<file path="src/rtl/vchess_pkg.sv">
package vchess_pkg;

   localparam int EVAL_WIDTH = 16;
   localparam int RANK_SCORE_WIDTH = 14;

   // Piece kinds, code 7 scores as empty
   localparam logic [2:0] KIND_EMPTY  = 3'd0;
   localparam logic [2:0] KIND_PAWN   = 3'd1;
   localparam logic [2:0] KIND_KNIGHT = 3'd2;
   localparam logic [2:0] KIND_BISHOP = 3'd3;
   localparam logic [2:0] KIND_ROOK   = 3'd4;
   localparam logic [2:0] KIND_QUEEN  = 3'd5;
   localparam logic [2:0] KIND_KING   = 3'd6;

   // Material in centipawns
   localparam int VALUE_PAWN   = 100;
   localparam int VALUE_KNIGHT = 300;
   localparam int VALUE_BISHOP = 325;
   localparam int VALUE_ROOK   = 500;
   localparam int VALUE_QUEEN  = 900;
   localparam int VALUE_KING   = 0;

   // Bit positions in castle_mask
   localparam int CASTLE_WK = 3;   // White king side
   localparam int CASTLE_WQ = 2;
   localparam int CASTLE_BK = 1;
   localparam int CASTLE_BQ = 0;

   typedef struct packed {
      logic       black;
      logic [2:0] kind;
   } piece_t;

   typedef piece_t [7:0] rank_t;   // Index is the file, 0 is the a-file
   typedef rank_t [7:0] board_t;   // Index is the rank, 0 is White's back rank

   typedef enum logic [1:0] {
      write_square = 2'd0,
      set_state    = 2'd1,
      clear_board  = 2'd2,
      evaluate     = 2'd3
   } cmd_op_t;

   typedef struct packed {
      logic [5:0] index;   // Rank * 8 + file
      piece_t     piece;
   } square_write_t;

   typedef struct packed {
      logic       white_to_move;
      logic [3:0] castle_mask;
      logic [4:0] unused;
   } state_write_t;

   // Same ten bits, read per opcode
   typedef union packed {
      square_write_t square_w;
      state_write_t  state_w;
   } cmd_payload_u;

   typedef struct packed {
      cmd_op_t      op;
      cmd_payload_u payload;
   } host_cmd_t;

   typedef struct packed {
      board_t     board;
      logic       white_to_move;
      logic [3:0] castle_mask;
   } snapshot_t;

   typedef logic signed [EVAL_WIDTH-1:0] eval_t;
   typedef logic signed [RANK_SCORE_WIDTH-1:0] rank_score_t;

   // Unsigned material of one piece kind
   function automatic int piece_value(input logic [2:0] kind);
      case (kind)
         KIND_PAWN:   return VALUE_PAWN;
         KIND_KNIGHT: return VALUE_KNIGHT;
         KIND_BISHOP: return VALUE_BISHOP;
         KIND_ROOK:   return VALUE_ROOK;
         KIND_QUEEN:  return VALUE_QUEEN;
         KIND_KING:   return VALUE_KING;
         default:     return 0;   // Empty and the spare code
      endcase
   endfunction

endpackage

</file>
<file path="src/rtl/board_loader.sv">
module board_loader (
   input  logic                  clk,
   input  logic                  reset,
   input  vchess_pkg::host_cmd_t cmd,
   input  logic                  cmd_valid,
   output vchess_pkg::snapshot_t snapshot,
   output logic                  snap_valid
);
   import vchess_pkg::*;

   host_cmd_t     cmd_r;
   logic          cmd_valid_r;

   // Live position
   board_t        board;
   logic          white_to_move;
   logic [3:0]    castle_mask;

   square_write_t square_w;
   state_write_t  state_w;
   logic          take_snapshot;

   // Command strobe is registered before decode
   always_ff @(posedge clk)
   begin
      if (reset)
         cmd_valid_r <= 1'b0;
      else
         cmd_valid_r <= cmd_valid;
   end

   always_ff @(posedge clk)
   begin
      if (cmd_valid)
         cmd_r <= cmd;
   end

   // Two readings of the payload, opcode picks which one is acted on
   assign square_w = cmd_r.payload.square_w;
   assign state_w  = cmd_r.payload.state_w;

   assign take_snapshot = cmd_valid_r && (cmd_r.op == evaluate);

   always_ff @(posedge clk)
   begin
      if (reset)
      begin
         board         <= '0;   // All squares empty
         white_to_move <= 1'b1;
         castle_mask   <= '0;
      end
      else if (cmd_valid_r)
      begin
         case (cmd_r.op)
            write_square:
            begin
               board[square_w.index[5:3]][square_w.index[2:0]] <= square_w.piece;
            end
            set_state:
            begin
               white_to_move <= state_w.white_to_move;
               castle_mask   <= state_w.castle_mask;
            end
            clear_board:
            begin
               board         <= '0;
               white_to_move <= 1'b1;
               castle_mask   <= '0;
            end
            default:
            begin
               // Evaluate leaves the position alone
            end
         endcase
      end
   end

   // Frozen copy for the scorers, later writes only touch the live board
   always_ff @(posedge clk)
   begin
      if (take_snapshot)
      begin
         snapshot.board         <= board;
         snapshot.white_to_move <= white_to_move;
         snapshot.castle_mask   <= castle_mask;
      end
   end

   always_ff @(posedge clk)
   begin
      if (reset)
         snap_valid <= 1'b0;
      else
         snap_valid <= take_snapshot;   // One pulse per evaluate
   end

endmodule

</file>
<file path="src/rtl/rank_scorer.sv">
module rank_scorer #(
   parameter int RANK       = 0,
   parameter int PAWN_BONUS = 10
) (
   input  logic                    clk,
   input  logic                    reset,
   input  vchess_pkg::rank_t       rank_in,
   input  logic                    snap_valid,
   output vchess_pkg::rank_score_t rank_score
);
   import vchess_pkg::*;

   // Ranks advanced past the home rank, clamped at zero
   localparam int WHITE_STEPS = (RANK > 1) ? RANK - 1 : 0;
   localparam int BLACK_STEPS = (RANK < 6) ? 6 - RANK : 0;

   localparam int WHITE_PAWN_ADV = WHITE_STEPS * PAWN_BONUS;
   localparam int BLACK_PAWN_ADV = BLACK_STEPS * PAWN_BONUS;

   rank_score_t square_score [8];
   rank_score_t pair_sum [4];
   rank_score_t half_sum [2];
   rank_score_t score_next;

   // Signed worth of one square on this rank
   function automatic rank_score_t square_value(input piece_t p);
      int value;
      value = piece_value(p.kind);
      if (p.kind == KIND_PAWN)
         value = value + (p.black ? BLACK_PAWN_ADV : WHITE_PAWN_ADV);
      if (p.black)
         value = -value;   // Black counts against White
      return rank_score_t'(value);
   endfunction

   always_comb
   begin
      for (int f = 0; f < 8; f++)
         square_score[f] = square_value(rank_in[f]);
   end

   // Small adder tree over the eight files
   always_comb
   begin
      for (int p = 0; p < 4; p++)
         pair_sum[p] = square_score[2*p] + square_score[2*p+1];
   end

   always_comb
   begin
      half_sum[0] = pair_sum[0] + pair_sum[1];
      half_sum[1] = pair_sum[2] + pair_sum[3];
      score_next  = half_sum[0] + half_sum[1];
   end

   always_ff @(posedge clk)
   begin
      if (reset)
         rank_score <= '0;
      else if (snap_valid)
         rank_score <= score_next;   // Holds between snapshots
   end

endmodule

</file>
<file path="src/rtl/eval_summer.sv">
module eval_summer #(
   parameter int CASTLE_BONUS = 15
) (
   input  logic                    clk,
   input  logic                    reset,
   input  vchess_pkg::rank_score_t rank_scores [8],
   input  logic                    snap_valid,
   input  logic                    white_to_move,
   input  logic [3:0]              castle_mask,
   output vchess_pkg::eval_t       eval,
   output logic                    eval_valid
);
   import vchess_pkg::*;

   // Side info delayed to meet the registered rank scores
   logic       score_valid;
   logic       score_white_to_move;
   logic [3:0] score_castle_mask;

   int         castle_count;
   eval_t      castle_term;
   eval_t      material_sum;
   eval_t      total;
   eval_t      signed_total;

   always_ff @(posedge clk)
   begin
      if (reset)
         score_valid <= 1'b0;
      else
         score_valid <= snap_valid;
   end

   always_ff @(posedge clk)
   begin
      score_white_to_move <= white_to_move;
      score_castle_mask   <= castle_mask;
   end

   // White rights held minus Black rights held
   always_comb
   begin
      castle_count = int'(score_castle_mask[CASTLE_WK]) + int'(score_castle_mask[CASTLE_WQ])
                   - int'(score_castle_mask[CASTLE_BK]) - int'(score_castle_mask[CASTLE_BQ]);
      castle_term  = eval_t'(castle_count * CASTLE_BONUS);
   end

   always_comb
   begin
      material_sum = '0;
      for (int r = 0; r < 8; r++)
         material_sum = material_sum + eval_t'(rank_scores[r]);   // Sign extends
   end

   assign total        = material_sum + castle_term;
   assign signed_total = score_white_to_move ? total : -total;   // Mover's view

   always_ff @(posedge clk)
   begin
      if (score_valid)
         eval <= signed_total;
   end

   always_ff @(posedge clk)
   begin
      if (reset)
         eval_valid <= 1'b0;
      else
         eval_valid <= score_valid;
   end

endmodule

</file>
<file path="src/rtl/vchess_eval_top.sv">
module vchess_eval_top #(
   parameter int PAWN_BONUS   = 10,
   parameter int CASTLE_BONUS = 15
) (
   input  logic                  clk,
   input  logic                  reset,
   input  vchess_pkg::host_cmd_t cmd,
   input  logic                  cmd_valid,
   output vchess_pkg::eval_t     eval,
   output logic                  eval_valid
);
   import vchess_pkg::*;

   snapshot_t   snapshot;
   logic        snap_valid;
   rank_score_t rank_scores [8];

   board_loader u_loader (
      .clk        (clk),
      .reset      (reset),
      .cmd        (cmd),
      .cmd_valid  (cmd_valid),
      .snapshot   (snapshot),
      .snap_valid (snap_valid)
   );

   // One scorer per rank, all working on the same snapshot
   for (genvar r = 0; r < 8; r++)
   begin : g_rank
      rank_scorer #(
         .RANK       (r),
         .PAWN_BONUS (PAWN_BONUS)
      ) u_scorer (
         .clk        (clk),
         .reset      (reset),
         .rank_in    (snapshot.board[r]),
         .snap_valid (snap_valid),
         .rank_score (rank_scores[r])
      );
   end

   eval_summer #(
      .CASTLE_BONUS (CASTLE_BONUS)
   ) u_summer (
      .clk           (clk),
      .reset         (reset),
      .rank_scores   (rank_scores),
      .snap_valid    (snap_valid),
      .white_to_move (snapshot.white_to_move),
      .castle_mask   (snapshot.castle_mask),
      .eval          (eval),
      .eval_valid    (eval_valid)
   );

endmodule

</file>
<file path="config.mk">
export PLATFORM = sky130hd
export DESIGN_NAME = vchess_eval_top
export DESIGN_NICKNAME = d
export VERILOG_FILES = /design/src/rtl/vchess_pkg.sv /design/src/rtl/board_loader.sv /design/src/rtl/rank_scorer.sv /design/src/rtl/eval_summer.sv /design/src/rtl/vchess_eval_top.sv
export SDC_FILE = /design/constraint.sdc
export NUM_CORES = 2
export LEC_CHECK = 0
export ABC_AREA = 1
export BUFFER_PORTS_ARGS = -buffer_cell sky130_fd_sc_hd__buf_2
export CORE_AREA = 10 10 334 336
export CTS_CLUSTER_DIAMETER = 30
export CTS_CLUSTER_SIZE = 14
export DETAILED_ROUTE_END_ITERATION = 10
export DIE_AREA = 0 0 344 346
export PLACE_DENSITY_LB_ADDON = 0.1
export SYNTH_ARGS = -nofsm -noshare
export SYNTH_HDL_FRONTEND = slang
export SYNTH_SLANG_ARGS = --single-unit
</file>
<file path="constraint.sdc">
create_clock -name clk -period 8.4 [get_ports clk]
set_clock_uncertainty 0.15 [all_clocks]
set_input_delay 0.42 -clock clk [delete_from_list [all_inputs] [get_ports clk]]
set_output_delay 0.42 -clock clk [all_outputs]
set_load 0.01 [all_outputs]
</file>
==> impl_metrics.tcl <==
set metrics [dict create \
    fmax_mhz 135 \
    ys.flop_type "dfxtp_1" \
    placementRows 119 \
    rsz0062_at_grt "no" \
    fin_util_pct 71.9 \
    dpl_cell_area_sq_mm 0.0701 \
    antenna_found_initial 2 \
    num_io_pins 32 \
    final-setup-viol-count 0 \
    place.port_buffers 31 \
    crit_required_ns 8.94 \
    vias 55600 \
    slowest_stage "fa_1" \
    post_cts_buffers 0 \
    min_period_over_period_pct 88.4 \
    path_max_fanout 6 \
    critPathLaunchType "flip-flop" \
    cts_max_path_buffers 3 \
    grt_max_degree 153 \
    yosysTopAreaCell "fa_1" \
    initial_utilization_pct 65.3 \
    wl_per_cell_um 16.8 \
    clkLatencyLatePin_ns 0.77 \
    grtUsageMet2_pct 48.5 \
    dp.cells 10000 \
    power.switching_mw 5.98 \
    synth_cells 8713 \
    most-common-layout-cells "1729 x inv_1, 1711 x nand2_1, 766 x nor2_1" \
    internal_power_mw 9.95 \
    dr.pass1.iters 6 \
    maxSlewHeadroom_pct 12.7 \
    hold_viol_final 0 \
    swShare_pct 37.5 \
    syn_to_final_growth_pct 10.1 \
    cp-end-kind "flip-flop" \
    die-height_um 346 \
    worst_slack_ns 0.979 \
    synth-seq-cells 671 \
    async_reset_ff_share_pct 0 \
    use_met1_pct 38.2 \
    htreeDepth 4 \
    ys_types 74 \
    grt_overflow 0 \
    dieWidth_um 344 \
    avgSynthCellArea_sq_um 7.86 \
    synth_top_area_share_pct 21.8 \
    via_per_inst 5.41 \
    peakVddDrop_mv 0.250 \
    layout-drive-gt1-share_pct 6.37 \
    yosys-top-cells-area "fa_1 22%, edfxtp_1 13%, dfxtp_1 11%" \
    clockPowerShare_pct 37.2 \
    total_power_mw 15.9 \
    layout.nets 9945 \
    dp_hpwl_um 134000 \
    drcViolationCount 0 \
    max_cap_violations 0 \
    synth_edf_count 289 \
    first_global_vias 55200 \
    whs_ns 0.0515 \
    yosysWarnings 0 \
    grt.total_usage_pct 29.2 \
    fin_cells 10300 \
    cp_slowest_stage_delay_ns 0.54 \
    wirelength_um 173000 \
    cts.sinks 671 \
    synth.cell_area_sq_mm 0.0685 \
    core-area_sq_mm 0.105 \
    use_met3_pct 4.28 \
    syn_nets 9890 \
    outcome "complete, no violations" \
    yosysSeqAreaShare_pct 23.8 \
    arrival_ns 7.96 \
    criticalPathCategory "reg2reg" \
    cts.clk_slew.worst_paths_ns 0.05 \
    worstMarginPinSlew_ns 1.31 \
    dieArea_sq_mm 0.119 \
    pwr-share-seq_pct 22.2 \
    dr.first_iter.drc_count 4010 \
    period_needed_ns 7.42 \
    cts-root-buf "clkbuf_16" \
    finalSetupTns_ns 0 \
    cts_tree "built" \
    pre_cts_slack_ns 1.02 \
    cts_buffers 140 \
    grt-busiest-layer "met2" \
    final_cell_area_sq_mm 0.0754 \
    hp-class "in2reg" \
    diodes 0 \
    p_per_area_mw_per_mm2 211 \
    drtAntennaViolNets 0 \
    drv_slew 0 \
    place_congestion 1.00 \
    layout_commonest_cell "inv_1" \
    p_leak_nw 37.3 \
    grt_first_pass_wirelength_um 280000 \
    combPwrFrac_pct 40.6 \
]
==> power by group through the flow <==
stage	sequential, mW	clock, mW	combinational (mW)
global route	3.54	6.14	7.38
detailed placement	3.59	0	6.40
floorplan	3.57	0	4.87
global placement	3.59	0	6.28
CTS	3.53	5.97	6.47
finish	3.53	5.93	6.47
==> layer usage <==
layer / part of all wire, % / up-vias
li1: - / 27300
met1: 42 / 26400
met2: 48 / 1608
met3: 6.2 / 364
met4: 4.0 / 0
met5: 0 / -
==> timing repair <==
item	4_1_cts	5_1_grt
gates resized for setup	0	0
hold buffers	13	0
hold endpoints to repair	25	0
setup endpoints to repair	0	0
==> critical path: cells and delay by family (launching register included) <==
kind | cells | cell delay (ns)
adders and majority gates | 8 | 3.35
buffers and inverters | 6 | 0.29
AOI/OAI and AO/OA | 10 | 1.94
and+or+nand+nor | 10 | 1.23
DFF | 1 | 0.38
==> synthesized netlist by cell type (4+ instances only) <==
cell / instances
inv_1: 1730
nand2_1: 1711
nor2_1: 770
fa_1: 746
a21oi_1: 529
o21ai_0: 510
ha_1: 416
dfxtp_1: 382
xor2_1: 357
nand3_1: 319
edfxtp_1: 289
xnor2_1: 185
clkbuf_1: 128
nor3_1: 84
inv_2: 76
nand4_1: 59
nand2_2: 41
nor2_2: 37
o21ai_1: 26
nor4_1: 25
or2_2: 25
nand3b_1: 23
o21bai_1: 23
a31oi_1: 22
o21ai_2: 14
o22ai_1: 13
o31ai_1: 13
or2_1: 12
nor2_4: 11
a21o_1: 10
buf_2: 10
nor3_2: 10
nand3_2: 9
o211ai_1: 8
a21oi_2: 6
buf_1: 6
clkinv_1: 6
o21a_1: 6
nand2_4: 5
xor2_2: 5
nor3b_1: 4
o32ai_1: 4
==> cell type report <==
class / instances / area (sq um)
Clock buffer: 161 / 3730
Tap cell: 1391 / 1740
Timing Repair Buffer: 59 / 470
Multi-Input combinational cell: 6082 / 44900
Clock inverter: 99 / 1430
Sequential cell: 671 / 16300
Fill cell: 8228 / 29500
Inverter: 1814 / 6820
==> flip-flops by register name (all words and copies together) (netlist names), 2 cells and up <==
signal                      flops
u_summer.eval                  16
u_loader.cmd_r                  2
u_loader.board                256
g_rank.u_scorer.rank_score    112
u_loader.castle_mask            4
u_loader.square_w              10
u_summer.score_castle_mask      4
u_loader.snapshot             261
==> cells by family after synthesis <==
logic type,after synthesis,synth area share (%)
xor gates and xnor gates,548,7.07
AOI/OAI and AO/OA,1208,9.39
DFF,671,23.8
muxes,3,0.0439
and+or+nand+nor,3161,19.5
buffers and inverters,1960,10.8
adders and majority gates,1162,29.4
==> final timing paths <==
check | startpoint | endpoint | slack (ns) | cells after the start
max | u_loader.snapshot[178] | g_rank[5].u_scorer.rank_score[13] | 0.98 | 34
min | reset | u_loader.board[140] | 0.05 | 2
max reg2reg | u_loader.snapshot[178] | g_rank[5].u_scorer.rank_score[13] | 0.98 | 34
min reg2reg | u_loader.snapshot[3] | u_summer.score_castle_mask[3] | 0.21 | 0
Power figures use the tool's default switching activity.
